## src/hw/la_pkg.sv

```systemverilog
package la_pkg;

	// capture geometry
	localparam int LA_CH    = 10;       // input channels
	localparam int LA_AW    = 10;       // capture address bits
	localparam int LA_DEPTH = 1024;     // words per capture
	localparam int CNT_W    = LA_AW + 1; // write count reaches LA_DEPTH itself
	localparam int DIV_W    = 16;       // sample divisor width
	localparam int CHSEL_W  = 4;        // trigger channel select width

	// host bus
	localparam int AXI_AW = 13;  // 8 KiB of address space
	localparam int AXI_DW = 32;
	localparam logic [1:0] AXI_OKAY = 2'b00;

	typedef enum logic [2:0] {
		TRIG_ALWAYS = 3'd0,  // fire right after arm
		TRIG_LOW    = 3'd1,
		TRIG_FALL   = 3'd2,
		TRIG_RISE   = 3'd3,
		TRIG_HIGH   = 3'd4,
		TRIG_BOTH   = 3'd5   // codes 6 and 7 never fire
	} trig_mode_e;

	// register map, byte offsets
	localparam logic [AXI_AW-1:0] REG_CTRL   = 13'h0000;
	localparam logic [AXI_AW-1:0] REG_DIV    = 13'h0004;
	localparam logic [AXI_AW-1:0] REG_STATUS = 13'h0008;
	localparam logic [AXI_AW-1:0] MEM_BASE   = 13'h1000; // 4 KiB, one word per sample

	// CTRL fields
	localparam int CTRL_RUN       = 0;  // write-only pulse
	localparam int CTRL_STOP      = 1;  // write-only pulse
	localparam int CTRL_MSEL_LSB  = 2;  // msel in 4:2
	localparam int CTRL_CHSEL_LSB = 8;  // chsel in 11:8

	// STATUS fields
	localparam int STAT_ARMED     = 0;
	localparam int STAT_DONE      = 1;
	localparam int STAT_COUNT_LSB = 16; // count from bit 16 up, 1024 sets bit 26

endpackage

```

## src/hw/la_ctrl_if.sv

```systemverilog
`timescale 1ns/10ps

interface la_ctrl_if;

	// host side
	logic                      run;       // one-cycle arm pulse
	logic                      stop;      // one-cycle abort pulse
	la_pkg::trig_mode_e        msel;      // trigger mode
	logic [la_pkg::CHSEL_W-1:0] chsel;    // trigger channel
	logic [la_pkg::DIV_W-1:0]  rate_div;  // strobe every rate_div+1 clocks

	// capture side
	logic                      armed;
	logic                      done;
	logic [la_pkg::CNT_W-1:0]  count;     // words written so far

	modport regs (output run, stop, msel, chsel, rate_div, input armed, done, count);
	modport cap  (input run, stop, msel, chsel, output armed, done, count);
	modport div  (input run, rate_div);

endinterface

```

## src/hw/sample_rate_div.sv

```systemverilog
`timescale 1ns/10ps

module sample_rate_div (
	input  logic   clk_s,
	input  logic   rst_n,
	la_ctrl_if.div ctrl,
	output logic   en_sap   // one-cycle sample strobe
);

	logic [la_pkg::DIV_W-1:0] cnt; // clocks left until next strobe

	always_ff @(posedge clk_s or negedge rst_n) begin
		if (!rst_n) begin
			cnt    <= '0;
			en_sap <= 1'b0;
		end else if (ctrl.run) begin
			// phase restart so the first sample lands a fixed time after arm
			cnt    <= ctrl.rate_div;
			en_sap <= (ctrl.rate_div == '0); // divisor 0 keeps strobing every cycle
		end else if (cnt == '0) begin
			cnt    <= ctrl.rate_div; // reload
			en_sap <= 1'b1;
		end else begin
			cnt    <= cnt - 1'b1;
			en_sap <= 1'b0;
		end
	end

endmodule

```

## src/flat_wrapper.sv

```systemverilog
// flat-port wrapper written by rule: the top's interface ports become plain ports
module sample_rate_div_flat 
  (clk_s, rst_n, en_sap, ctrl_run, ctrl_rate_div);
  la_ctrl_if ctrl_i ();
  input  logic clk_s;
  input  logic rst_n;
  output logic en_sap;
  input wire logic [$bits(ctrl_i.run)-1:0] ctrl_run;
  input wire logic [$bits(ctrl_i.rate_div)-1:0] ctrl_rate_div;
  assign ctrl_i.run = ctrl_run;
  assign ctrl_i.rate_div = ctrl_rate_div;
  sample_rate_div u_core (.clk_s(clk_s), .rst_n(rst_n), .ctrl(ctrl_i), .en_sap(en_sap));
endmodule
```

## config.mk

```make
export PLATFORM = sky130hd
export DESIGN_NAME = sample_rate_div_flat
export DESIGN_NICKNAME = d
export VERILOG_FILES = /design/src/hw/la_pkg.sv /design/src/hw/la_ctrl_if.sv /design/src/hw/sample_rate_div.sv /design/src/flat_wrapper.sv
export SDC_FILE = /design/constraint.sdc
export NUM_CORES = 1
export LEC_CHECK = 0
export ABC_AREA = 1
export BUFFER_PORTS_ARGS = -buffer_cell sky130_fd_sc_hd__buf_4
export CAP_MARGIN = 0
export CELL_PAD_IN_SITES_DETAIL_PLACEMENT = 0
export CELL_PAD_IN_SITES_GLOBAL_PLACEMENT = 1
export CORE_MARGIN = 2
export CORE_UTILIZATION = 38
export CTS_CLUSTER_DIAMETER = 150
export CTS_CLUSTER_SIZE = 16
export DETAILED_ROUTE_END_ITERATION = 6
export GPL_TIMING_DRIVEN = 0
export HOLD_SLACK_MARGIN = 0.08
export PLACE_DENSITY = 0.83
export SYNTH_ARGS = -nofsm -noshare
export SYNTH_HDL_FRONTEND = slang
export SYNTH_SLANG_ARGS = --single-unit
export TNS_END_PERCENT = 1
```

## constraint.sdc

```tcl
create_clock -name clk_s -period 1.7 [get_ports clk_s]
set_input_delay 0.085 -clock clk_s [delete_from_list [all_inputs] [get_ports clk_s]]
set_output_delay 0.085 -clock clk_s [all_outputs]
set_load 0.02 [all_outputs]
```

; Yosys cells after proc, flatten, opt, wreduce, memory -nomap -nowiden
; Cells that the tools add are included.
[word_totals]
word_cells = 9
reg_bits = 17
out_inout_bits = 1
inputBits = 19
[op_classes]
reduce_logical = 2
n_addsub = 1
muxes = 4
[ops]
columns = op, n
row1 = $logic_not 16->1, 2
row2 = $mux 16, 2
row3 = $sub 16x1->16 const B, 1
row4 = $mux 1, 2

; Depth between registers and ports, before layout
[depth]
word_depth = 3
mapped_depth = 10
ltp_nobuf = 10

; Worst setup path after synthesis
; OpenSTA, ideal clock, no wires.
[synth_timing]
path_kind = register to register
startpoint = register u_core.cnt[0] (netlist bit)
endpoint = register u_core.cnt[4] (netlist bit)
required_ns = 1.637
stages_incl_launch_ff = 8
n_path_buf = 0
arrival_ns = 1.221
slack_ns = 0.415
setup_ns = 0.063
period_less_slack_ns = 1.285
path_cell_list = dfrtp_1 -> inv_1 -> ha_1 -> inv_1 -> or2_2 -> o21ai_0 -> o21ai_0 -> inv_1
[synth_via]
elab_chain_cells = 3
word_cells_on_any_way = 4
classes_between = add/sub (1) / mux (2) / reduce/logical (1)
[synth_lines]
columns = element, line
row1 = start: declaration, sample_rate_div.sv:10  ; logic [la_pkg::DIV_W-1:0] cnt;
row2 = start signal: assignment, sample_rate_div.sv:18  ; cnt <= ctrl.rate_div;
row3 = start signal: assignment, sample_rate_div.sv:21  ; cnt <= ctrl.rate_div;
row4 = start signal: assignment, sample_rate_div.sv:24  ; cnt <= cnt - 1'b1;
row5 = $sub 16x1->16 or $logic_not 16->1 (tied branches), "sample_rate_div.sv:24, sample_rate_div.sv:20"
row6 = $mux 16 *, sample_rate_div.sv:20  ; end else if (cnt == '0) begin
row7 = $mux 16 *, sample_rate_div.sv:16  ; end else if (ctrl.run) begin
; Mark *: on every way between the ends. The rest lies on a longest branch, timed or not.

; Final worst setup path
[layout_timing]
startpoint = register u_core.cnt[0] (netlist bit)
endpoint = register u_core.cnt[12] (netlist bit)
; The elaborated chain is that of the path after synthesis.

==> results by group <==
Power and ir drop
  – P_leak: 0.7668 nW
  – Net Sw Frac: 32.07%
  – Seq pwr share: 50.6%
  – PwrDens: 642.5 nW/µm²
  – Switching power: 0.3071 mW
  – P_int: 0.6504 mW
  – Clock network power share: 23.6%
  – Gate power share: 25.8%
  – Worst VDD drop: 0.4099 mV

Finish
  – Area growth syn-to-layout: 31.75%
  – Utilization after layout: 53.58%
  – Diode count: 0
  – Layout cells sized above 1: 14.55%
  – Nets: 235
  – Post-route insts no fill: 244

Die
  – Die height: 58.56 µm
  – Num rows: 19
  – Starting density of the core: 40.67%
  – Placeable Area: 2781 µm²
  – Die Area: 3429 µm²
  – Die W: 58.56 µm
  – Boundary Pins: 20

GRT
  – GR Util met3: 2.637%
  – Largest net degree at the start of global routing: 18
  – First-pass GRT wire length: 4885 µm
  – All-Layer GR Usage: 19.15%
  – Vias in the first global route: 1088
  – Overflow after GRT: 0
  – Met2 Use GR: 32.42%
  – Met1 usage: 26.11%
  – GRT Max-Usage Layer: met2
  – Antenna violations before repair: 0

Setup path
  – Worst EP required: 1910 ps
  – Peak fanout along the critical path: 4
  – Worst setup SP type: register
  – Critical Path AT: 1680 ps
  – WS Path Type: register to register
  – CP endpoint kind: register

Clocking
  – Num CTS Buffers: 3
  – Post-CTS Resized: 0
  – CTS sink cnt: 17
  – Clock Pin Slew Worst Setup and Hold Paths: 110 ps
  – Clk buf depth: 2
  – CTS tree: built
  – CTS Root Cell: clkbuf_4
  – Clock Latency Late Sink: 300 ps
  – CTS HTree Levels: 1

Logic synthesis
  – Top cell type's share of synthesized area: 37.61%
  – Yosys reg bits: 17
  – Register area share after synthesis: 37.61%
  – Synth Net Count: 196
  – Unique cell type count in the Yosys netlist: 19
  – Post-synth EDFFs: 0
  – Mapped cell area: 1131 µm²
  – Asr flop ratio synth: 100.0%
  – Synth warnings: 0
  – Post-synthesis cell count: 175
  – Synth Flop Type: dfrtp_1
  – Biggest area consumer among synthesized cells: dfrtp_1
  – Syn avg cell area: 6.463 µm²
  – Largest cells by area after synthesis: dfrtp_1, nand2_1, nor2_1

Timing
  – Final min period: 1467 ps
  – Clock Skew: 5.357 ps
  – Tcrit/Tclk final: 86.31%
  – WHS: 92.24 ps
  – Endpoints failing setup: 0
  – RSZ-0062 raised after global routing: no
  – Worst Tran Pin Value: 276.5 ps
  – TNS Setup: 0 ps
  – Highest clock rate: 0.6815 GHz
  – Slew headroom: 81.50%
  – Final Max Tran Viols: 0
  – Fin. Hold Viols: 0

Place
  – DP Wirelength: 2122 µm
  – GP Congestion: 0.8264
  – Post-Place Cells: 225
  – Port buffer count: 19

Status
  – Status: finished clean

Detailed routing
  – DRC violations left: 0
  – Initial DRC count: 56
  – Drt wl/cell: 11.82 µm
  – DRT Pass-1 Iters: 4
  – Routed via count: 1158
  – Vias per Instance: 4.746
  – Routed Antenna Nets: 0
  – Drt total wl: 2883 µm

Worst hold path
  – Hold crit path type: input pin to register

Job
  – MaxCap Viol Count: 0
## kinds of logic after synthesis
family | share of synthesized area [%]
adder cells (fa/ha/maj) | 2.212
AO/OA/AOI/OAI | 3.539
buffers and inverters | 9.624
XOR/XNOR | 3.872
AND/OR/NAND/NOR | 43.14
flip-flops | 37.61
## sequential cells by signal, summed over array words and instances, names as in the netlist
name / count
u_core.cnt: 16
u_core.en_sap: 1
## through the flow
| step | power, mW | instance area [µm²] | setup slack, ps |
|---|---|---|---|
| floorplan | 0.6253 | 1131 | 415.5 |
| global placement | 0.7081 | 1313 | 254.5 |
| detailed placement | 0.7127 | 1313 | 235.4 |
| CTS | 0.9646 | 1490 | 212.3 |
| global route | 1.023 | 1490 | 62.97 |
| finish | 0.9575 | 1490 | 232.7 |
## per-layer routing
metal | routed length (µm) | part of all wire, % | up-vias
li1 | - | - | 603
met1 | 1378 | 48 | 528
met2 | 1390 | 48 | 23
met3 | 84 | 2.9 | 4
met4 | 29 | 1.0 | 0
met5 | 0 | 0 | -
## cell usage after synthesis (2+ instances only)
cell type,instances
o21ai_0,7
inv_1,22
buf_6,2
nand3_1,9
ha_1,2
nor2_2,2
nand3b_1,2
nor2_1,39
dfrtp_1,17
nand2_1,61
xnor2_1,3
xor2_1,2
## final cells by class
type | instances | area [µm²]
timing repair buffer | 34 | 292.8
inverter | 23 | 86.33
clock inverter | 1 | 5.005
buffer | 2 | 22.52
fill | 306 | 1291
tap | 31 | 38.79
clock buffer | 3 | 22.52
multi-input combinational | 133 | 596.8
sequential | 17 | 425.4
## worst max-delay path: stages (launching register included)
cell     delay [ps]
dfrtp_1         390
inv_1            90
ha_1            210
nand2_1         100
nor2_1          250
nand3_1         110
nand2_1          80
nand2_1          50
nand2_1          50
inv_1            30
## power groups by stage
stage	clock (mW)	combinational, mW	sequential [mW]
after floorplan	0	0.142	0.483
after global placement	0	0.217	0.491
after detailed placement	0	0.221	0.492
after CTS	0.231	0.249	0.484
after global routing	0.250	0.282	0.490
final	0.226	0.247	0.484
## placed cells by master, fill, tap and decap left out, drive strengths merged
cell         instances
nand3b               2
buf                 21
or2                  1
o21ai                8
clkinv               1
clkbuf               3
nor3                 1
nor2                42
ha                   2
dfrtp               17
nand4                1
inv                 23
xnor2                3
nand3                9
dlygate4sd3         15
nand2               62
xor2                 2
## path summary, 6_finish.rpt
path	cells after the start	end	start	slack, ps
worst max-delay path	9	u_core.cnt[12]	u_core.cnt[0]	230
worst min-delay path	5	u_core.cnt[4]	ctrl_rate_div[4]	90
worst max register to register	9	u_core.cnt[12]	u_core.cnt[0]	230
worst min register to register	1	u_core.cnt[0]	u_core.cnt[0]	470
max in group asynchronous	2	u_core.cnt[6]	rst_n	1330
min in group asynchronous	2	u_core.cnt[11]	rst_n	170
## timing repair
| item | in CTS | in global routing |
|---|---|---|
| hold buffers | 15 | 0 |
| buffers inserted | 0 | 0 |
| hold endpoints to repair | 31 | 0 |
Note: power is estimated with default switching activity, not from simulation.
