==> src/hw/la_pkg.sv <==
package la_pkg;

	// capture geometry
	localparam int LA_CH    = 10;       // input channels
	localparam int LA_AW    = 10;       // capture address bits
	localparam int LA_DEPTH = 1024;     // words per capture
	localparam int CNT_W    = LA_AW + 1; // write count reaches LA_DEPTH itself
	localparam int DIV_W    = 16;       // sample divisor width
	localparam int CHSEL_W  = 4;        // trigger channel select width

	// host bus
	localparam int AXI_AW = 13;  // 8 KiB of address space
	localparam int AXI_DW = 32;
	localparam logic [1:0] AXI_OKAY = 2'b00;

	typedef enum logic [2:0] {
		TRIG_ALWAYS = 3'd0,  // fire right after arm
		TRIG_LOW    = 3'd1,
		TRIG_FALL   = 3'd2,
		TRIG_RISE   = 3'd3,
		TRIG_HIGH   = 3'd4,
		TRIG_BOTH   = 3'd5   // codes 6 and 7 never fire
	} trig_mode_e;

	// register map, byte offsets
	localparam logic [AXI_AW-1:0] REG_CTRL   = 13'h0000;
	localparam logic [AXI_AW-1:0] REG_DIV    = 13'h0004;
	localparam logic [AXI_AW-1:0] REG_STATUS = 13'h0008;
	localparam logic [AXI_AW-1:0] MEM_BASE   = 13'h1000; // 4 KiB, one word per sample

	// CTRL fields
	localparam int CTRL_RUN       = 0;  // write-only pulse
	localparam int CTRL_STOP      = 1;  // write-only pulse
	localparam int CTRL_MSEL_LSB  = 2;  // msel in 4:2
	localparam int CTRL_CHSEL_LSB = 8;  // chsel in 11:8

	// STATUS fields
	localparam int STAT_ARMED     = 0;
	localparam int STAT_DONE      = 1;
	localparam int STAT_COUNT_LSB = 16; // count from bit 16 up, 1024 sets bit 26

endpackage

==> src/hw/la_ctrl_if.sv <==
`timescale 1ns/10ps

interface la_ctrl_if;

	// host side
	logic                      run;       // one-cycle arm pulse
	logic                      stop;      // one-cycle abort pulse
	la_pkg::trig_mode_e        msel;      // trigger mode
	logic [la_pkg::CHSEL_W-1:0] chsel;    // trigger channel
	logic [la_pkg::DIV_W-1:0]  rate_div;  // strobe every rate_div+1 clocks

	// capture side
	logic                      armed;
	logic                      done;
	logic [la_pkg::CNT_W-1:0]  count;     // words written so far

	modport regs (output run, stop, msel, chsel, rate_div, input armed, done, count);
	modport cap  (input run, stop, msel, chsel, output armed, done, count);
	modport div  (input run, rate_div);

endinterface

==> src/hw/axil_regs.sv <==
`timescale 1ns/10ps

module axil_regs (
	input  logic                      clk_s,
	input  logic                      rst_n,
	// write address / data / response
	input  logic [la_pkg::AXI_AW-1:0] awaddr,
	input  logic                      awvalid,
	output logic                      awready,
	input  logic [la_pkg::AXI_DW-1:0] wdata,
	input  logic [3:0]                wstrb,
	input  logic                      wvalid,
	output logic                      wready,
	output logic [1:0]                bresp,
	output logic                      bvalid,
	input  logic                      bready,
	// read address / data
	input  logic [la_pkg::AXI_AW-1:0] araddr,
	input  logic                      arvalid,
	output logic                      arready,
	output logic [la_pkg::AXI_DW-1:0] rdata,
	output logic [1:0]                rresp,
	output logic                      rvalid,
	input  logic                      rready,
	// capture control
	la_ctrl_if.regs                   ctrl,
	// ram read port
	output logic [la_pkg::LA_AW-1:0]  rdaddr,
	input  logic [la_pkg::LA_CH-1:0]  rddata
);

	logic                      aw_rdy;    // shared awready / wready
	logic                      wr_hs;
	logic [la_pkg::AXI_AW-1:0] wa;        // word aligned write address
	logic                      run_q;
	logic                      stop_q;
	la_pkg::trig_mode_e        msel_q;
	logic [la_pkg::CHSEL_W-1:0] chsel_q;
	logic [la_pkg::DIV_W-1:0]  div_q;
	logic                      ar_rdy;
	logic                      ar_hs;
	logic                      ar_mem;    // read hits the memory window
	logic                      mem_pend;  // ram read in flight
	logic [la_pkg::AXI_DW-1:0] reg_rd;    // register read mux
	logic [la_pkg::AXI_DW-1:0] mem_word;
	logic [la_pkg::AXI_DW-1:0] rdata_q;

	assign wr_hs = aw_rdy & awvalid & wvalid;
	assign wa    = {awaddr[la_pkg::AXI_AW-1:2], 2'b00};

	always_ff @(posedge clk_s or negedge rst_n) begin
		if (!rst_n) begin
			aw_rdy  <= 1'b0;
			bvalid  <= 1'b0;
			run_q   <= 1'b0;
			stop_q  <= 1'b0;
			msel_q  <= la_pkg::TRIG_ALWAYS;
			chsel_q <= '0;
			div_q   <= '0;
		end else begin
			// accept aw and w together, only with no response outstanding
			aw_rdy <= awvalid & wvalid & ~aw_rdy & ~bvalid;
			run_q  <= 1'b0; // pulses last one cycle
			stop_q <= 1'b0;
			if (wr_hs)
				bvalid <= 1'b1;
			else if (bready)
				bvalid <= 1'b0;
			if (wr_hs && wa == la_pkg::REG_CTRL) begin
				if (wstrb[0]) begin
					run_q  <= wdata[la_pkg::CTRL_RUN];
					stop_q <= wdata[la_pkg::CTRL_STOP];
					msel_q <= la_pkg::trig_mode_e'(
						wdata[la_pkg::CTRL_MSEL_LSB +: $bits(la_pkg::trig_mode_e)]);
				end
				if (wstrb[1])
					chsel_q <= wdata[la_pkg::CTRL_CHSEL_LSB +: la_pkg::CHSEL_W];
			end
			if (wr_hs && wa == la_pkg::REG_DIV) begin
				if (wstrb[0])
					div_q[7:0] <= wdata[7:0];
				if (wstrb[1])
					div_q[15:8] <= wdata[15:8];
			end
		end
	end

	assign awready = aw_rdy;
	assign wready  = aw_rdy;
	assign bresp   = la_pkg::AXI_OKAY;

	assign ar_hs  = ar_rdy & arvalid;
	assign ar_mem = (araddr >= la_pkg::MEM_BASE);
	assign rdaddr = araddr[la_pkg::LA_AW+1:2]; // ram samples it at the handshake edge

	// register reads, run and stop read back as zero
	always_comb begin
		reg_rd = '0;
		case ({araddr[la_pkg::AXI_AW-1:2], 2'b00})
			la_pkg::REG_CTRL: begin
				reg_rd[la_pkg::CTRL_MSEL_LSB +: $bits(la_pkg::trig_mode_e)] = msel_q;
				reg_rd[la_pkg::CTRL_CHSEL_LSB +: la_pkg::CHSEL_W] = chsel_q;
			end
			la_pkg::REG_DIV:
				reg_rd[la_pkg::DIV_W-1:0] = div_q;
			la_pkg::REG_STATUS: begin
				reg_rd[la_pkg::STAT_ARMED] = ctrl.armed;
				reg_rd[la_pkg::STAT_DONE]  = ctrl.done;
				reg_rd[la_pkg::STAT_COUNT_LSB +: la_pkg::CNT_W] = ctrl.count;
			end
			default: ; // unmapped reads zero
		endcase
	end

	assign mem_word = {{(la_pkg::AXI_DW - la_pkg::LA_CH){1'b0}}, rddata};

	always_ff @(posedge clk_s or negedge rst_n) begin
		if (!rst_n) begin
			ar_rdy   <= 1'b0;
			mem_pend <= 1'b0;
			rvalid   <= 1'b0;
		end else begin
			// no new request while data is pending or held
			ar_rdy   <= arvalid & ~ar_rdy & ~rvalid & ~mem_pend;
			mem_pend <= ar_hs & ar_mem;
			if ((ar_hs && !ar_mem) || mem_pend)
				rvalid <= 1'b1; // regs after 1 cycle, memory after 2
			else if (rready)
				rvalid <= 1'b0;
		end
	end

	// read data, stable while rvalid waits for rready
	always_ff @(posedge clk_s) begin
		if (ar_hs && !ar_mem)
			rdata_q <= reg_rd;
		else if (mem_pend)
			rdata_q <= mem_word; // extra stage behind the ram register
	end

	assign arready = ar_rdy;
	assign rdata   = rdata_q;
	assign rresp   = la_pkg::AXI_OKAY;

	assign ctrl.run      = run_q;
	assign ctrl.stop     = stop_q;
	assign ctrl.msel     = msel_q;
	assign ctrl.chsel    = chsel_q;
	assign ctrl.rate_div = div_q;

endmodule

==> src/flat_wrapper.sv <==
// flat-port wrapper written by rule: the top's interface ports become plain ports
module axil_regs_flat 
  (clk_s, rst_n, awaddr, awvalid, awready, wdata, wstrb, wvalid, wready, bresp, bvalid, bready, araddr, arvalid, arready, rdata, rresp, rvalid, rready, rdaddr, rddata, ctrl_run, ctrl_stop, ctrl_msel, ctrl_chsel, ctrl_rate_div, ctrl_armed, ctrl_done, ctrl_count);
  la_ctrl_if ctrl_i ();
  input  logic clk_s;
  input  logic rst_n;
  input  logic [la_pkg::AXI_AW-1:0] awaddr;
  input  logic awvalid;
  output logic awready;
  input  logic [la_pkg::AXI_DW-1:0] wdata;
  input  logic [3:0] wstrb;
  input  logic wvalid;
  output logic wready;
  output logic [1:0] bresp;
  output logic bvalid;
  input  logic bready;
  input  logic [la_pkg::AXI_AW-1:0] araddr;
  input  logic arvalid;
  output logic arready;
  output logic [la_pkg::AXI_DW-1:0] rdata;
  output logic [1:0] rresp;
  output logic rvalid;
  input  logic rready;
  output logic [la_pkg::LA_AW-1:0] rdaddr;
  input  logic [la_pkg::LA_CH-1:0] rddata;
  output wire logic [$bits(ctrl_i.run)-1:0] ctrl_run;
  output wire logic [$bits(ctrl_i.stop)-1:0] ctrl_stop;
  output wire logic [$bits(ctrl_i.msel)-1:0] ctrl_msel;
  output wire logic [$bits(ctrl_i.chsel)-1:0] ctrl_chsel;
  output wire logic [$bits(ctrl_i.rate_div)-1:0] ctrl_rate_div;
  input wire logic [$bits(ctrl_i.armed)-1:0] ctrl_armed;
  input wire logic [$bits(ctrl_i.done)-1:0] ctrl_done;
  input wire logic [$bits(ctrl_i.count)-1:0] ctrl_count;
  assign ctrl_run = ctrl_i.run;
  assign ctrl_stop = ctrl_i.stop;
  assign ctrl_msel = ctrl_i.msel;
  assign ctrl_chsel = ctrl_i.chsel;
  assign ctrl_rate_div = ctrl_i.rate_div;
  assign ctrl_i.armed = ctrl_armed;
  assign ctrl_i.done = ctrl_done;
  assign ctrl_i.count = ctrl_count;
  axil_regs u_core (.clk_s(clk_s), .rst_n(rst_n), .awaddr(awaddr), .awvalid(awvalid), .awready(awready), .wdata(wdata), .wstrb(wstrb), .wvalid(wvalid), .wready(wready), .bresp(bresp), .bvalid(bvalid), .bready(bready), .araddr(araddr), .arvalid(arvalid), .arready(arready), .rdata(rdata), .rresp(rresp), .rvalid(rvalid), .rready(rready), .ctrl(ctrl_i), .rdaddr(rdaddr), .rddata(rddata));
endmodule
==> config.mk <==
export PLATFORM = sky130hd
export DESIGN_NAME = axil_regs_flat
export DESIGN_NICKNAME = d
export VERILOG_FILES = /design/src/hw/la_pkg.sv /design/src/hw/la_ctrl_if.sv /design/src/hw/axil_regs.sv /design/src/flat_wrapper.sv
export SDC_FILE = /design/constraint.sdc
export NUM_CORES = 1
export LEC_CHECK = 0
export BUFFER_PORTS_ARGS = -buffer_cell sky130_fd_sc_hd__buf_2
export CAP_MARGIN = 15
export CORE_UTILIZATION = 30
export DETAILED_ROUTE_END_ITERATION = 8
export GPL_ROUTABILITY_DRIVEN = 1
export SLEW_MARGIN = 20
export SYNTH_ARGS = -nofsm -noshare
export SYNTH_HDL_FRONTEND = slang
export SYNTH_SLANG_ARGS = --single-unit
==> constraint.sdc <==
create_clock -name clk_s -period 2 [get_ports clk_s]
set_input_delay 0.3 -clock clk_s [delete_from_list [all_inputs] [get_ports clk_s]]
set_output_delay 0.3 -clock clk_s [all_outputs]
set_load 0.01 [all_outputs]
Word level (Yosys, flattened, before mapping)
Index checks and enable logic that the tools add are counted.
{ "op_classes": {"addsub": 0, "mul": 0, "div": 0, "magnitude_cmp": 1, "n_eq_ne": 3, "shifts": 0, "muxes": 16, "bitwise_logic": 15, "n_reduce_logical": 14} }
{ "ops": {"columns": ["op", "n"], "rows": [
  ["two-way mux 27 bit", 2],
  ["== test 11 x 1 -> 1 bit, second input constant", 2],
  ["greater-or-equal comparator 13 bit, second input constant", 1],
  ["zero test 13 bit", 1],
  ["== test 11 x 2 -> 1 bit, second input constant", 1],
  ["zero test 11 bit", 1],
  ["two-way mux 11 bit", 1],
  ["AND 1 bit", 10],
  ["two-way mux 1 bit", 8],
  ["one-hot mux 4 bit (2 select lines)", 1],
  ["AND reduction 2 bit", 4],
  ["one-hot mux 3 bit (2 select lines)", 1],
  ["nonzero test 2 bit", 3],
  ["NOT 1 bit", 5],
  ["two-way mux 4 bit", 1],
  ["one-hot mux 2 bit (2 select lines)", 1],
  ["logical AND 1 bit", 3],
  ["two-way mux 3 bit", 1],
  ["zero test 1 bit", 1],
  ["logical OR 1 bit", 1]
]} }
{ "word_totals": {"regBits": 57, "latchBits": 0, "ram_bits": 0, "romBits": 0, "wordCells": 61, "n_memories": 0} }

Depth between registers and ports, before layout
{ "logic_depth": {"depth_word": 5, "mapped_depth": 5, "ltp_nobuf": 4} }

Least setup slack after synthesis
OpenSTA, ideal clock, no wires.
{ "synth_timing": {"kind": "input -> register", "start": "in araddr[11] (netlist name)", "end": "reg u_core.rdata_q (netlist bit u_core.rdata[12]) (data pin)", "arrival_ns": 1.689, "required_time_ns": 1.869, "setup_slack_ns": 0.180, "stages": 5, "path_cell_list": "or4_1 -> or4_1 -> buf_2 -> nor2_4 -> and2_1"} }
{ "synth_between": {"elab_chain_len": 4} }
{ "synth_rtl": {"columns": ["item", "line", "rtl"], "rows": [
  ["start, declared", "flat_wrapper.sv:17", "input logic [la_pkg::AXI_AW-1:0] araddr;"],
  ["greater-or-equal comparator 13 bit", "axil_regs.sv:93", "assign ar_mem = (araddr >= la_pkg::MEM_BASE);"],
  ["zero test 1 bit", "axil_regs.sv:135", "if (ar_hs && !ar_mem)"],
  ["logical AND 1 bit", "axil_regs.sv:135", null],
  ["two-way mux 27 bit *", "axil_regs.sv:135", null],
  ["end signal, assigned", "axil_regs.sv:136", "rdata_q <= reg_rd;"],
  ["end signal, assigned", "axil_regs.sv:138", "rdata_q <= mem_word;"],
  ["end, declared", "axil_regs.sv:46", "logic [la_pkg::AXI_DW-1:0] rdata_q;"]
]} }
Mark *: on every way between the ends. The rest lies on a longest branch, timed or not.
A chain may end at the register's enable or synchronous reset.

Final worst setup path
{ "layout_timing": {"start": "in araddr[11] (netlist name)", "end": "reg u_core.rdata_q (netlist bit u_core.rdata[4]) (data pin)"} }
The elaborated chain is that of the path after synthesis.

==> key figures <==
Critical path
  – Crit Path Category: primary input to register
  – Critical Path Fanout Max: 5
  – R2R cell count: 5
  – Crit Reg-Reg Startpoint: u_core.awready
  – FF-to-FF setup slack: 0.32 ns
  – Startpoint types: primary input
  – Worst Setup EP: u_core.rdata[4]
  – Crit path launch: araddr[11]
  – Req. time, crit path: 2.17 ns
  – Nature of the critical path endpoint: register
  – RR Endpoint: u_core.ctrl.rate_div[6]
  – Worst EP arrival: 1.92 ns

Timing
  – Final hold violations: 0
  – Final setup viols: 0
  – Fmax: 569.4 MHz
  – Worst Skew: 0.007023 ns
  – Fin Hold WS: 0.002477 ns
  – Tightest Pin Transition: 0.6702 ns
  – RSZ-0062 raised after global routing: no
  – Final worst setup slack: 0.2436 ns
  – Fin crit share: 87.82%
  – Post-layout min period: 1.756 ns
  – Slew Limit Fails: 0
  – Max_slew headroom: 55.32%

Synthesis
  – Synth unique cells: 31
  – Syn. warnings: 0
  – Synth top area cells: edfxtp_1, dfrtp_1, mux2_2, buf_4, and2_1
  – Fraction of synthesized cell area taken by the top area cell type: 32.13%
  – Register area share after synthesis: 61.87%
  – Synthesized flop and latch total: 57
  – Largest area contributor in the netlist: edfxtp_1
  – Mapped Avg Cell Area: 13.79 um2
  – Mapped cell area: 2524 um2
  – Mapped Cells: 183

Global route
  – GRT overflow: 0
  – First-pass GRT wire length: 9315 um
  – Antenna violations before repair: 0
  – Largest net degree at the start of global routing: 31
  – Gr usage total: 14.48%
  – Number of global-route vias before repair: 1,915

Drt
  – Vias per inst: 4.438
  – DR vias: 1,944
  – Number of antenna-violating nets in the routed design: 0
  – WL/cell: 13.68 um
  – Iter 0 DRT Violations: 30
  – DR DRC count: 0
  – Drt first pass iters: 4
  – Drt total wl: 5993 um

Power and ir drop
  – Flop pwr share: 47.3%
  – Power Density: 773.6 nW/um2
  – Switching Share: 22.40%
  – Switch Pwr: 0.6128 mW
  – Gate power share: 9.5%
  – Clock power share: 43.2%
  – Static leakage: 1.833 nW
  – Peak supply drop: 0.0003982 V
  – Int Pwr: 2.123 mW

Placement
  – Global placement routability congestion: 0.7212
  – Port bufs: 136
  – Dpl hpwl: 4697 um
  – Dpl ws: -0.1092 ns

Status
  – Outcome: finished clean

Die
  – Die height: 93.72 um
  – Full die area: 8783 um2
  – FP Rows: 33
  – Top Ports: 168
  – Starting density of the core: 30.87%
  – Core ar.: 8175 um2
  – Die width: 93.72 um

Clocking
  – Gates resized, CTS repair: 0
  – Clock Tree Buf Depth: 2
  – Hold buffers post-CTS: 0
  – TritonCTS Buffers: 9
  – CTS tree: yes
  – Post-CTS Setup Repair Bufs: 0
  – CTS Sinks: 57
  – Worst-Skew Late Latency: 0.33 ns
  – Root Buffer: clkbuf_8
  – Htree depth: 3
  – Worst-path clk slew: 0.07 ns

Hold path
  – Class of the worst hold path: primary input to async pin

Final layout
  – Most common cell after layout, fill and taps aside: buf_2
  – Post-layout util: 43.25%
  – Final nets: 420
  – # diodes: 0
  – Layout cells sized above 1: 57.96%
  – Area grow syn2layout: 40.11%
  – Commonest cells after routing, fill and taps aside: buf_2, dfrtp_1, edfxtp_1

Job
  – Max_cap viols: 0
## through the flow
step,instance area [um2],setup TNS [ns],std cells,power (mW)
2_1_floorplan,2554,0,191,1.439
3_3_place_gp,3317,-0.6989,422,1.577
3_5_place_dp,3317,-0.9507,422,1.581
4_1_cts,3536,0,438,2.776
5_1_grt,3536,0,438,2.873
6_report,3536,0,438,2.736
## synthesized netlist by cell type
| cell | number |
|---|---|
| nor3_1 | 1 |
| o21ai_0 | 8 |
| nor4_4 | 1 |
| inv_1 | 3 |
| edfxtp_1 | 27 |
| nand4_1 | 2 |
| nand3_1 | 1 |
| nand2_1 | 8 |
| nand2b_1 | 1 |
| a21o_1 | 1 |
| buf_2 | 1 |
| a22oi_1 | 2 |
| and3_1 | 2 |
| nor2_1 | 3 |
| mux2i_1 | 7 |
| nor2_4 | 1 |
| dfrtp_1 | 30 |
| nor4_1 | 4 |
| or4_1 | 3 |
| mux2_2 | 23 |
| and2_1 | 17 |
| nand3b_1 | 2 |
| and4b_1 | 1 |
| conb_1 | 1 |
| or4_4 | 1 |
| nor2b_1 | 1 |
| nor4b_1 | 3 |
| buf_4 | 20 |
| a22o_1 | 3 |
| nand4_2 | 2 |
| clkbuf_1 | 3 |
## logic make-up after synthesis
kind of cell           synth area share, %
flip-flops                           61.87
buffers and inverters                7.040
AND/OR/NAND/NOR                      14.38
other                               0.1486
AO/OA/AOI/OAI                        3.520
multiplexers                         13.04
## sequential cells by signal, indices dropped and copies added, names as in the netlist
signal,cells
u_core.ctrl.chsel,4
u_core.ctrl.rate_div,16
u_core.rdata,27
u_core.ctrl.msel,3
u_core.rvalid,1
u_core.ctrl.run,1
u_core.awready,1
u_core.arready,1
u_core.bvalid,1
u_core.mem_pend,1
u_core.ctrl.stop,1
## layer usage
layer  up-vias  part of all wire (%)  track usage, %
li1        923                     -               -
met1       931                    40           16.84
met2        85                    50           24.45
met3         5                   8.5           4.854
met4         0                  0.98           5.769
met5         -                     0               0
## power groups by stage
stage          Clock [mW]  Combinational, mW  Sequential, mW
6_report             1.18              0.259            1.29
5_1_grt              1.29              0.288            1.30
4_1_cts              1.22              0.264            1.29
3_5_place_dp            0              0.264            1.32
3_3_place_gp            0              0.261            1.32
2_1_floorplan           0             0.0974            1.34
## layout make-up
cell class / instances / area, um2
clock buffer: 10 / 137.6
tap: 105 / 131.4
clock inverter: 6 / 81.33
multi-input combinational: 107 / 814.5
fill: 777 / 4639
sequential: 57 / 1562
inverter: 3 / 11.26
timing repair buffer: 150 / 798.3
## critical path: stages
cell and delay, ns:
buf_2 0.10, or4_1 0.54, or4_1 0.60, buf_4 0.21
o21ai_0 0.17
## worst min-delay path by stage
stage / startpoint / to / slack (ns) / cells after the start
finish: rst_n / u_core.ctrl.rate_div[8] / 0.002 / 1
global route: rst_n / u_core.ctrl.rate_div[4] / 0.03 / 1
CTS: rst_n / u_core.ctrl.rate_div[10] / 0.01 / 1
detailed placement: rst_n / u_core.ctrl.rate_div[10] / 0.38 / 1
global placement: rst_n / u_core.ctrl.rate_div[15] / 0.38 / 1
floorplan: rst_n / u_core.arready / 0.004 / 0
Power figures use the tool's default switching activity.
