--- src/hw/la_pkg.sv ---
package la_pkg;

	// capture geometry
	localparam int LA_CH    = 10;       // input channels
	localparam int LA_AW    = 10;       // capture address bits
	localparam int LA_DEPTH = 1024;     // words per capture
	localparam int CNT_W    = LA_AW + 1; // write count reaches LA_DEPTH itself
	localparam int DIV_W    = 16;       // sample divisor width
	localparam int CHSEL_W  = 4;        // trigger channel select width

	// host bus
	localparam int AXI_AW = 13;  // 8 KiB of address space
	localparam int AXI_DW = 32;
	localparam logic [1:0] AXI_OKAY = 2'b00;

	typedef enum logic [2:0] {
		TRIG_ALWAYS = 3'd0,  // fire right after arm
		TRIG_LOW    = 3'd1,
		TRIG_FALL   = 3'd2,
		TRIG_RISE   = 3'd3,
		TRIG_HIGH   = 3'd4,
		TRIG_BOTH   = 3'd5   // codes 6 and 7 never fire
	} trig_mode_e;

	// register map, byte offsets
	localparam logic [AXI_AW-1:0] REG_CTRL   = 13'h0000;
	localparam logic [AXI_AW-1:0] REG_DIV    = 13'h0004;
	localparam logic [AXI_AW-1:0] REG_STATUS = 13'h0008;
	localparam logic [AXI_AW-1:0] MEM_BASE   = 13'h1000; // 4 KiB, one word per sample

	// CTRL fields
	localparam int CTRL_RUN       = 0;  // write-only pulse
	localparam int CTRL_STOP      = 1;  // write-only pulse
	localparam int CTRL_MSEL_LSB  = 2;  // msel in 4:2
	localparam int CTRL_CHSEL_LSB = 8;  // chsel in 11:8

	// STATUS fields
	localparam int STAT_ARMED     = 0;
	localparam int STAT_DONE      = 1;
	localparam int STAT_COUNT_LSB = 16; // count from bit 16 up, 1024 sets bit 26

endpackage

--- src/hw/la_ctrl_if.sv ---
`timescale 1ns/10ps

interface la_ctrl_if;

	// host side
	logic                      run;       // one-cycle arm pulse
	logic                      stop;      // one-cycle abort pulse
	la_pkg::trig_mode_e        msel;      // trigger mode
	logic [la_pkg::CHSEL_W-1:0] chsel;    // trigger channel
	logic [la_pkg::DIV_W-1:0]  rate_div;  // strobe every rate_div+1 clocks

	// capture side
	logic                      armed;
	logic                      done;
	logic [la_pkg::CNT_W-1:0]  count;     // words written so far

	modport regs (output run, stop, msel, chsel, rate_div, input armed, done, count);
	modport cap  (input run, stop, msel, chsel, output armed, done, count);
	modport div  (input run, rate_div);

endinterface

--- src/hw/wave_sap.sv ---
`timescale 1ns/10ps

module wave_sap (
	input  logic                     clk_s,
	input  logic                     rst_n,
	input  logic [la_pkg::LA_CH-1:0] ch,      // raw channel pins, asynchronous
	input  logic                     en_sap,  // sample strobe
	la_ctrl_if.cap                   ctrl,
	output logic                     wr_en,   // ram write port
	output logic [la_pkg::LA_AW-1:0] wraddr,
	output logic [la_pkg::LA_CH-1:0] wrdata
);

	logic [la_pkg::LA_CH-1:0]          ch_m;     // first sync stage, may go metastable
	logic [la_pkg::LA_CH-1:0]          ch_s;     // second stage, safe to use
	logic [la_pkg::LA_CH-1:0]          ch_d;     // ch_s one cycle older, for edges
	logic [(1 << la_pkg::CHSEL_W)-1:0] flag_pad; // per-channel flags, padded to chsel range
	logic                              trig_q;   // registered trigger flag
	logic                              armed;
	logic                              trig;     // trigger seen, samples flowing
	logic                              done;
	logic [la_pkg::LA_AW-1:0]          addr;     // next write address
	logic                              last_wr;

	always_ff @(posedge clk_s) begin
		ch_m <= ch;
		ch_s <= ch_m;
		ch_d <= ch_s;
	end

	// level and edge flags for every channel, chosen by mode
	always_comb begin
		flag_pad = '0; // channels above LA_CH never fire
		case (ctrl.msel)
			la_pkg::TRIG_ALWAYS: flag_pad = '1;
			la_pkg::TRIG_LOW:    flag_pad[la_pkg::LA_CH-1:0] = ~ch_s;
			la_pkg::TRIG_FALL:   flag_pad[la_pkg::LA_CH-1:0] = ~ch_s & ch_d;
			la_pkg::TRIG_RISE:   flag_pad[la_pkg::LA_CH-1:0] = ch_s & ~ch_d;
			la_pkg::TRIG_HIGH:   flag_pad[la_pkg::LA_CH-1:0] = ch_s;
			la_pkg::TRIG_BOTH:   flag_pad[la_pkg::LA_CH-1:0] = ch_s ^ ch_d;
			default: ;                                 // 6 and 7 stay quiet
		endcase
	end

	assign wr_en   = armed & trig & en_sap;   // one write per strobe after trigger
	assign last_wr = wr_en & (&addr);        // top address, depth is a power of two

	always_ff @(posedge clk_s or negedge rst_n) begin
		if (!rst_n) begin
			trig_q <= 1'b0;
			armed  <= 1'b0;
			trig   <= 1'b0;
			done   <= 1'b0;
			addr   <= '0;
		end else begin
			trig_q <= flag_pad[ctrl.chsel];
			if (ctrl.run && !armed) begin
				// new capture
				armed <= 1'b1;
				trig  <= 1'b0;
				done  <= 1'b0;
				addr  <= '0;
			end else if (ctrl.stop) begin
				armed <= 1'b0; // abort, done untouched
				trig  <= 1'b0;
			end else begin
				if (armed && !trig && trig_q)
					trig <= 1'b1;
				if (wr_en)
					addr <= addr + 1'b1; // wraps to 0 after the last word
				if (last_wr) begin
					armed <= 1'b0;
					trig  <= 1'b0;
					done  <= 1'b1; // holds until next run
				end
			end
		end
	end

	assign wraddr = addr;
	assign wrdata = ch_s;

	// address wraps to 0 exactly when done rises, so done is the count msb
	assign ctrl.count = {done, addr};
	assign ctrl.armed = armed;
	assign ctrl.done  = done;

endmodule

--- src/flat_wrapper.sv ---
// flat-port wrapper written by rule: the top's interface ports become plain ports
module wave_sap_flat 
  (clk_s, rst_n, ch, en_sap, wr_en, wraddr, wrdata, ctrl_run, ctrl_stop, ctrl_msel, ctrl_chsel, ctrl_armed, ctrl_done, ctrl_count);
  la_ctrl_if ctrl_i ();
  input  logic clk_s;
  input  logic rst_n;
  input  logic [la_pkg::LA_CH-1:0] ch;
  input  logic en_sap;
  output logic wr_en;
  output logic [la_pkg::LA_AW-1:0] wraddr;
  output logic [la_pkg::LA_CH-1:0] wrdata;
  input wire logic [$bits(ctrl_i.run)-1:0] ctrl_run;
  input wire logic [$bits(ctrl_i.stop)-1:0] ctrl_stop;
  input wire logic [$bits(ctrl_i.msel)-1:0] ctrl_msel;
  input wire logic [$bits(ctrl_i.chsel)-1:0] ctrl_chsel;
  output wire logic [$bits(ctrl_i.armed)-1:0] ctrl_armed;
  output wire logic [$bits(ctrl_i.done)-1:0] ctrl_done;
  output wire logic [$bits(ctrl_i.count)-1:0] ctrl_count;
  assign ctrl_i.run = ctrl_run;
  assign ctrl_i.stop = ctrl_stop;
  assign ctrl_i.msel = ctrl_msel;
  assign ctrl_i.chsel = ctrl_chsel;
  assign ctrl_armed = ctrl_i.armed;
  assign ctrl_done = ctrl_i.done;
  assign ctrl_count = ctrl_i.count;
  wave_sap u_core (.clk_s(clk_s), .rst_n(rst_n), .ch(ch), .en_sap(en_sap), .ctrl(ctrl_i), .wr_en(wr_en), .wraddr(wraddr), .wrdata(wrdata));
endmodule
--- config.mk ---
export PLATFORM = sky130hd
export DESIGN_NAME = wave_sap_flat
export DESIGN_NICKNAME = d
export VERILOG_FILES = /design/src/hw/la_pkg.sv /design/src/hw/la_ctrl_if.sv /design/src/hw/wave_sap.sv /design/src/flat_wrapper.sv
export SDC_FILE = /design/constraint.sdc
export NUM_CORES = 1
export LEC_CHECK = 0
export BUFFER_PORTS_ARGS = -buffer_cell sky130_fd_sc_hd__buf_2
export CORE_MARGIN = 8
export CORE_UTILIZATION = 57
export CTS_CLUSTER_SIZE = 25
export DETAILED_ROUTE_END_ITERATION = 7
export GPL_ROUTABILITY_DRIVEN = 0
export PLACE_DENSITY = 0.87
export SETUP_SLACK_MARGIN = 0.4
export SLEW_MARGIN = 20
export SYNTH_ARGS = -nofsm -noshare
export SYNTH_HDL_FRONTEND = slang
export SYNTH_SLANG_ARGS = --single-unit
--- constraint.sdc ---
create_clock -name clk_s -period 2.5 [get_ports clk_s]
set_input_delay 0 -clock clk_s [delete_from_list [all_inputs] [get_ports clk_s]]
set_output_delay 0 -clock clk_s [all_outputs]
set_load 0.02 [all_outputs]
## Word-level counts from Yosys, hierarchy flattened

Index checks and enable logic that the tools add are counted.

| storage, ports and cells | value |
|---|---|
| bits of input ports | 22 |
| logic and storage cells | 54 |
| flip-flop bits (word level) | 44 |
| output and inout port bits | 34 |

| cells by class | value |
|---|---|
| reduce and logical (&&, ||, !) cells | 13 |
| bitwise logic cells | 8 |
| $lt $le $gt $ge | 1 |
| add/sub/neg operators | 1 |
| equality and inequality tests | 6 |
| mux-type cells | 17 |

Operators by type and width:

| kind | count |
|---|---|
| $pmux 10 s6 | 1 |
| $mux 10 | 3 |
| $and 10x10->10 | 2 |
| $not 10->10 | 2 |
| $mux 1 | 11 |
| $add 10x1->10 const B | 1 |
| $reduce_and 10->1 | 1 |
| $xor 10x10->10 | 1 |
| $eq 3x2->1 const B | 2 |
| $eq 3x3->1 const B | 2 |
| $mux 6 | 1 |
| $lt 4x5->1 const B | 1 |
| $bmux 1 s4 | 1 |
| $reduce_and 2->1 | 2 |
| $reduce_bool 2->1 | 2 |
| $reduce_bool 4->1 | 1 |
| $and 1x1->1 | 3 |
| $eq 3x1->1 const B | 1 |
| $logic_and 1x1->1 | 3 |
| $logic_not 3->1 | 1 |
| $reduce_bool 3->1 | 1 |
| $logic_not 1->1 | 2 |
| $ne 2x1->1 const B | 1 |

## Logic depth before layout (Yosys ltp)

Gate-level depths: netlist of run 1.

| logic depth | value |
|---|---|
| depth in word-level cells | 7 |
| gate-level depth with buffers | 8 |
| depth with buffers taken out | 7 |

## Worst setup path after synthesis of run 1

OpenSTA, ideal clock, no wires.

| timing path | value |
|---|---|
| path type | register to register |
| from | reg u_core.ch_s, in the netlist u_core.wrdata[7] |
| to | reg u_core.trig_q |
| path buffers | 0 |
| data required time | 2418 ps |
| clock period less this slack | 1781 ps |
| arrival time | 1699 ps |
| slack | 719 ps |
| cell stages (with the launch flop) | 8 |
| path through | dfxtp_1 -> inv_1 -> ha_1 -> and3_4 -> a2111oi_4 -> o32a_2 -> nand3_1 -> a31oi_1 |

| between the ends | value |
|---|---|
| word-level cells in the longest chain between the ends | 5 |
| elaborated cells on any way between the ends | 7 |
| classes of those cells | mux (3); bitwise (4) |

RTL lines:

| item | line | RTL |
|---|---|---|
| from (decl) | wave_sap.sv:15 | `logic [la_pkg::LA_CH-1:0] ch_s;` |
| from (signal assigned) | wave_sap.sv:27 | `ch_s <= ch_m;` |
| $not 10->10 | wave_sap.sv:36, wave_sap.sv:37 |  |
| $and 10x10->10 | wave_sap.sv:37 | `la_pkg::TRIG_FALL: flag_pad[la_pkg::LA_CH-1:0] = ~ch_s & ch_d;` |
| $pmux 10 s6 (*) | wave_sap.sv:34 | `case (ctrl.msel)` |
| $bmux 1 s4 (*) | wave_sap.sv:56 | `trig_q <= flag_pad[ctrl.chsel];` |
| $mux 1 (implied by the code) (*) | wave_sap.sv:56 |  |
| to (signal assigned) | wave_sap.sv:56 |  |
| to (decl) | wave_sap.sv:18 | `logic trig_q;` |

Every way passes the cells marked *; elsewhere a longest branch is shown, timed or not. The select of a mux whose other input is x is not followed.
A chain may end at the register's enable or synchronous reset.

## Worst setup path after layout of run 1

| timing path | value |
|---|---|
| from | reg u_core.ch_s, in the netlist u_core.wrdata[6] |
| to | reg u_core.trig_q |

The elaborated chain is that of the path after synthesis.

==> results of run 1 <==
-- final cells by class --
class	count	area [sq um]
Tap cell	50	62.56
Sequential cell	44	950.9
Multi-Input combinational cell	136	1076
Fill cell	316	1237
Clock inverter	1	8.758
Inverter	25	93.84
Timing Repair Buffer	68	405.4
Clock buffer	7	107.6
-- worst max path at each step --
stage / endpoint / slack (ps)
2_1_floorplan: u_core.trig_q / 720
3_3_place_gp: u_core.trig_q / 810
6_report: u_core.trig_q / 700
5_1_grt: u_core.trig_q / 530
4_1_cts: u_core.trig_q / 700
3_5_place_dp: u_core.trig_q / 760
-- registers in the layout, summed over array words and instances (netlist names) --
name and flops:
u_core.wraddr 10, u_core.ch_m 10, u_core.trig_q 1, u_core.ctrl.armed 1
u_core.ctrl.done 1, u_core.trig 1, u_core.wrdata 10, u_core.ch_d 10
-- Yosys cell counts (2+ instances only) --
cell type / count
a221o_1: 2
a21boi_0: 2
mux2_2: 2
a211oi_1: 2
and4_1: 2
xnor2_1: 2
nand2b_1: 5
mux2i_1: 7
nand4_1: 2
nor2b_1: 3
inv_1: 25
a21oi_1: 6
dfrtp_1: 14
o21ai_0: 7
buf_6: 4
ha_1: 21
nand3_1: 4
nand2_1: 9
nor3_1: 2
o221ai_1: 4
a32oi_1: 2
a31oi_1: 3
a41oi_1: 2
nor2_1: 15
buf_4: 14
clkbuf_1: 2
dfxtp_1: 30
and3_1: 4
o22ai_1: 2
xor2_1: 5
-- metal layers --
metal	track usage, %	share of wire [%]	vias up
met5	0	0	-
li1	-	-	880
met3	5.856	7.8	11
met1	14.97	40	827
met2	25.92	50	51
met4	7.037	2.5	0
-- cell families (layout without fill, tap and decap cells) --
logic type,count (synthesis),count (layout),synth area share (%)
simple gates,57,57,14.13
buf+inv,46,101,11.62
flops,44,44,41.46
compound gates,41,41,13.97
fa+ha+maj,21,21,11.46
mux,10,10,4.692
xor+xnor,7,7,2.673
-- through the flow --
stage,cells,utilization [%],power (mW),instance area [sq um],worst slack (ps)
detailed placement,310,62.36,0.9645,2459,763.6
CTS,331,68.61,1.506,2705,697.9
global placement,310,62.36,0.9560,2459,807.9
floorplan,226,-,0.9131,2293,718.7
finish,331,68.61,1.487,2705,696.8
global route,331,68.61,1.563,2705,532.1
-- power groups by stage --
stage               Combinational [mW]  Clock, mW  Sequential (mW)
finish                           0.205      0.520            0.762
global route                     0.228      0.569            0.767
CTS                              0.206      0.538            0.762
detailed placement               0.187          0            0.778
global placement                 0.181          0            0.775
floorplan                        0.125          0            0.788
-- critical path, stage by stage, from the launching register on --
cell	delay, ps
dfxtp_1	430
inv_1	70
ha_1	280
and3_1	180
a2111oi_2	350
o32a_2	190
nand3_1	80
a31oi_1	150
==> impl_metrics.csv, run 1 <==
group,metric,value,unit
status,outcome,"finished, final reports clean",
timing,tightestPinTransition,619.1,ps
drt,dr.pass1.iters,4,
clock_network,clockBufferDepth,2,
setup_path,rrSetupSlack,700,ps
final_layout,drive_above_1_share,25.98,%
timing,finalSetupViolations,0,
power,p_sw,0.3710,mW
synth,synth_top_cell_area_share,26.19,%
die,pin_count,56,
global_routing,antenna_found_initial,0,
power,seq_power_share,51.2,%
setup_path,reg2reg_from,"u_core.wrdata[6]",
drt,drcViolationCount,0,
synth,netlist_area,0.002293,sq mm
setup_path,cp.arrival,2020,ps
power,p_int,1.116,mW
min_path,min_path_type,"in -> reg",
power,power.leakage,1.408,nW
timing,totalNegativeSetupSlack,0,ps
die,die_h,79.43,um
clock_network,clock-sinks,44,
timing,hold_ws,24.08,ps
global_routing,grtUsageTotal,14.80,%
run,maxCapViolCount,0,
final_layout,nets,323,
global_routing,overflow,0,
global_routing,grt_max_degree,37,
synth,ys.flop_type,"dfxtp_1",
place,portBuffers,55,
synth,ys_ff_latch,44,
clock_network,cts_hold_buf,13,
setup_path,cp_max_fo,6,
drt,wire_per_inst,13.95,um
final_layout,num_antenna_cells,0,
setup_path,startpoint_type,"register",
synth,yosysSeqAreaShare,41.46,%
synth,synth_cells,226,
clock_network,cts_setup_buffers,0,
setup_path,startpoint,"u_core.wrdata[6]",
clock_network,root_buffer,"clkbuf_8",
synth,synth_cell_types,52,
drt,drt_iter0_markers,52,
drt,wl,4.617,mm
synth,synth_fp_nets,269,
power,vdd_ir_drop_max,0.4011,mV
synth,synthArstFlopShare,31.82,%
die,core-area,0.003943,sq mm
power,swShare,24.95,%
clock_network,ctsResizeCount,0,
synth,ys_top_cells_by_area,"dfxtp_1, dfrtp_1, ha_1",
setup_path,worstSetupEndpointType,"register",
global_routing,grt_pass1_vias,1771,
power,pwr-share-clk,35.0,%
synth,syn_avg_cell_area,10.15,sq um
min_path,worstHoldEndpoint,"u_core.trig_q",
synth,yosys.area.top_type,"dfxtp_1",
global_routing,grt_pass1_wl,7.555,mm
synth,yosys_warnings,0,
timing,timing.final.crit_share,72.13,%
timing,max_freq,554.6,MHz
clock_network,cts_buffers,5,
min_path,min-delay-start,"ctrl_chsel[1]",
clock_network,htree_num_levels,2,
timing,hold_violations,0,
timing,skew,12.54,ps
min_path,min_path_cells,3,
synth,synth_edf_count,0,
final_layout,final_common_cell,"buf_2",
die,initial_core_util,58.17,%
clock_network,cts_tree,"built",
die,die_area,0.006309,sq mm
drt,vias,1769,
final_layout,area_growth,17.95,%
timing,rsz0062_at_grt,"false",
power,pwr-share-comb,13.8,%
timing,min_period,1803,ps
place,hpwlAfterDp,3.183,mm
setup_path,reg2reg_to,"u_core.trig_q",
drt,postRouteAntennaNets,0,
clock_network,clkTransAtPathRegs,90,ps
die,rows,23,
drt,vias_per_cell,5.344,
die,die_w,79.43,um
timing,maxSlewHeadroom,58.73,%
setup_path,worstSetupPathType,"reg -> reg",
setup_path,r2r_cells,7,
setup_path,crit_required,2710,ps
clock_network,clk_latency,290,ps
timing,maxSlewViolCount,0,
power,p_per_area,549.8,mW/mm^2
final_layout,mostFrequentLayoutCells,"buf_2, dfxtp_1, inv_1, ha_1, nor2_1",
(Power assumes the default switching activity.)
==> inputs of run 2 (changes only) <==
CORE_UTILIZATION = 53   (was 57)
PLACE_DENSITY = 0.82   (was 0.87)
clock period = 1.8 ns   (was 2.5 ns; I/O delays follow)
==> run 2 against run 1 <==
  * Clock power rose by 38%
  * Die area rose by 6.0%
  * Hold slack got worse by 6.4 ps
  * Clock skew fell by 3.8 ps
  * Critical endpoint unchanged
==> impl_metrics.csv, run 2 (same netlist as run 1, synthesis figures left out) <==
group,metric,value,unit
die,rows,24,
drt,vias_per_cell,5.328,
die,die_w,81.78,um
final_layout,num_antenna_cells,0,
clock_network,clock-sinks,44,
timing,max_freq,665.6,MHz
global_routing,grt_pass1_vias,1716,
min_path,min_path_cells,3,
timing,maxSlewViolCount,0,
die,pin_count,56,
setup_path,rrSetupSlack,300,ps
timing,min_period,1502,ps
setup_path,cp.arrival,1670,ps
timing,hold_violations,0,
timing,skew,8.701,ps
timing,timing.final.crit_share,83.47,%
setup_path,crit_required,1970,ps
die,core-area,0.004264,sq mm
clock_network,clkTransAtPathRegs,80,ps
timing,finalSetupViolations,0,
setup_path,reg2reg_to,"u_core.trig_q",
min_path,min_path_type,"in -> reg",
place,hpwlAfterDp,3.374,mm
final_layout,final_area,0.003002,sq mm
final_layout,nets,341,
place,portBuffers,55,
power,p_per_area,702.5,mW/mm^2
drt,drcViolationCount,0,
timing,tightestPinTransition,525.5,ps
min_path,min-delay-start,"ctrl_chsel[1]",
setup_path,worstSetupEndpointType,"register",
drt,postRouteAntennaNets,0,
clock_network,cts_buffers,5,
drt,vias,1870,
global_routing,antenna_found_initial,0,
clock_network,clk_latency,290,ps
global_routing,overflow,0,
die,die_area,0.006688,sq mm
die,die_h,81.78,um
final_layout,ff_latch_area,988.4,sq um
final_layout,fillers,305,
timing,rsz0062_at_grt,"true",
timing,maxSlewHeadroom,64.97,%
final_layout,multi_input_area,0.001195,sq mm
global_routing,grt_max_degree,29,
timing,totalNegativeSetupSlack,0,ps
final_layout,final_common_cell,"buf_2",
drt,drt_iter0_markers,82,
drt,wire_per_inst,14.28,um
setup_path,worstSetupPathType,"reg -> reg",
die,initial_core_util,53.79,%
drt,wl,5.012,mm
final_layout,drive_above_1_share,43.81,%
place,dpl_cell_area,0.002544,sq mm
clock_network,htree_num_levels,2,
drt,dr.pass1.iters,4,
final_layout,mostFrequentLayoutCells,"buf_2, inv_1, dfxtp_1, buf_4, ha_1",
setup_path,reg2reg_from,"u_core.wrdata[5]",
global_routing,grt_pass1_wl,7.914,mm
status,outcome,"finished, final reports clean",
setup_path,r2r_cells,7,
power,vdd_ir_drop_max,0.5890,mV
min_path,worstHoldEndpoint,"u_core.trig_q",
final_layout,area_growth,30.88,%
clock_network,clockBufferDepth,2,
setup_path,cp_max_fo,4,
clock_network,root_buffer,"clkbuf_8",
clock_network,cts_tree,"built",
setup_path,startpoint_type,"register",
run,maxCapViolCount,0,
global_routing,grtUsageTotal,14.99,%
power,power.leakage,1.496,nW
run 2: changes by cell type in the layout (fill, tap and decap cells not counted), moves of 4 or more:
cell	previous run	this run
ha_4	0	4
nand3_1	4	0
inv_1	25	19
nand3_2	0	4
dfxtp_4	0	7
dfrtp_1	14	9
dfxtp_1	30	19
dfrtp_2	0	5
dfxtp_2	0	4
inv_2	0	5
ha_1	21	16
buf_4	0	18
run 2: metal layers:
layer / global-route usage [%] / vias to the layer above / routed length [um]
met4: 5.439 / 0 / 70
met3: 4.595 / 6 / 350
met2: 25.18 / 55 / 2539
met5: 0 / - / 0
li1: - / 912 / -
met1: 17.60 / 897 / 2051
run 2: repair_timing:
| item | in CTS | in global routing |
|---|---|---|
| hold buffers | 13 | 0 |
| setup endpoints to repair | 9 | 8 |
| pin swaps | 8 | 13 |
| setup buffers | 5 | 11 |
| resized for setup | 13 | 16 |
| hold endpoints to repair | 27 | 0 |
run 2: worst max-delay path, stage by stage (launching register included):
cell and delay (ps):
dfxtp_4 380, inv_4 40, ha_4 140, mux2_4 270, a21oi_2 120, o221ai_1 110
a32oi_1 230, a31oi_1 100
run 2: final cells by class:
cell class / count / share of cell area (%)
repair buffers: 86 / 18.01
multi-input cells: 136 / 39.81
inverters: 25 / 3.210
clock buffers: 7 / 3.585
flip-flops and latches: 44 / 32.93
clock inverters: 1 / 0.2918
well taps: 52 / 2.168
run 2: metrics by stage:
stage	total power [mW]	hold WS [ps]	util, %	setup slack (ps)	cells
2_1_floorplan	1.273	-295.6	-	325.9	226
3_3_place_gp	1.342	-87.45	59.65	308.7	314
3_5_place_dp	1.353	-84.56	59.65	298.9	314
4_1_cts	2.115	4.284	67.31	294.8	340
5_1_grt	2.225	3.878	70.39	248.4	351
6_report	2.109	17.69	70.39	297.6	351
run 2: power breakdown:
group / leakage, nW / internal [mW] / switching [mW] / total, mW
sequential: 0.439 / 1.02 / 0.0363 / 1.06
combinational: 0.998 / 0.159 / 0.174 / 0.333
clock: 0.0596 / 0.398 / 0.320 / 0.718
run 2: how the worst max path moves through the flow:
stage               depth (start not counted)              from  slack, ps       endpoint
floorplan                                   7  u_core.wrdata[6]        330  u_core.trig_q
global placement                            7      ctrl_msel[0]        310  u_core.trig_q
detailed placement                          7  u_core.wrdata[5]        300  u_core.trig_q
CTS                                         7    u_core.ch_d[5]        290  u_core.trig_q
global route                                7  u_core.wrdata[5]        250  u_core.trig_q
finish                                      7  u_core.wrdata[5]        300  u_core.trig_q
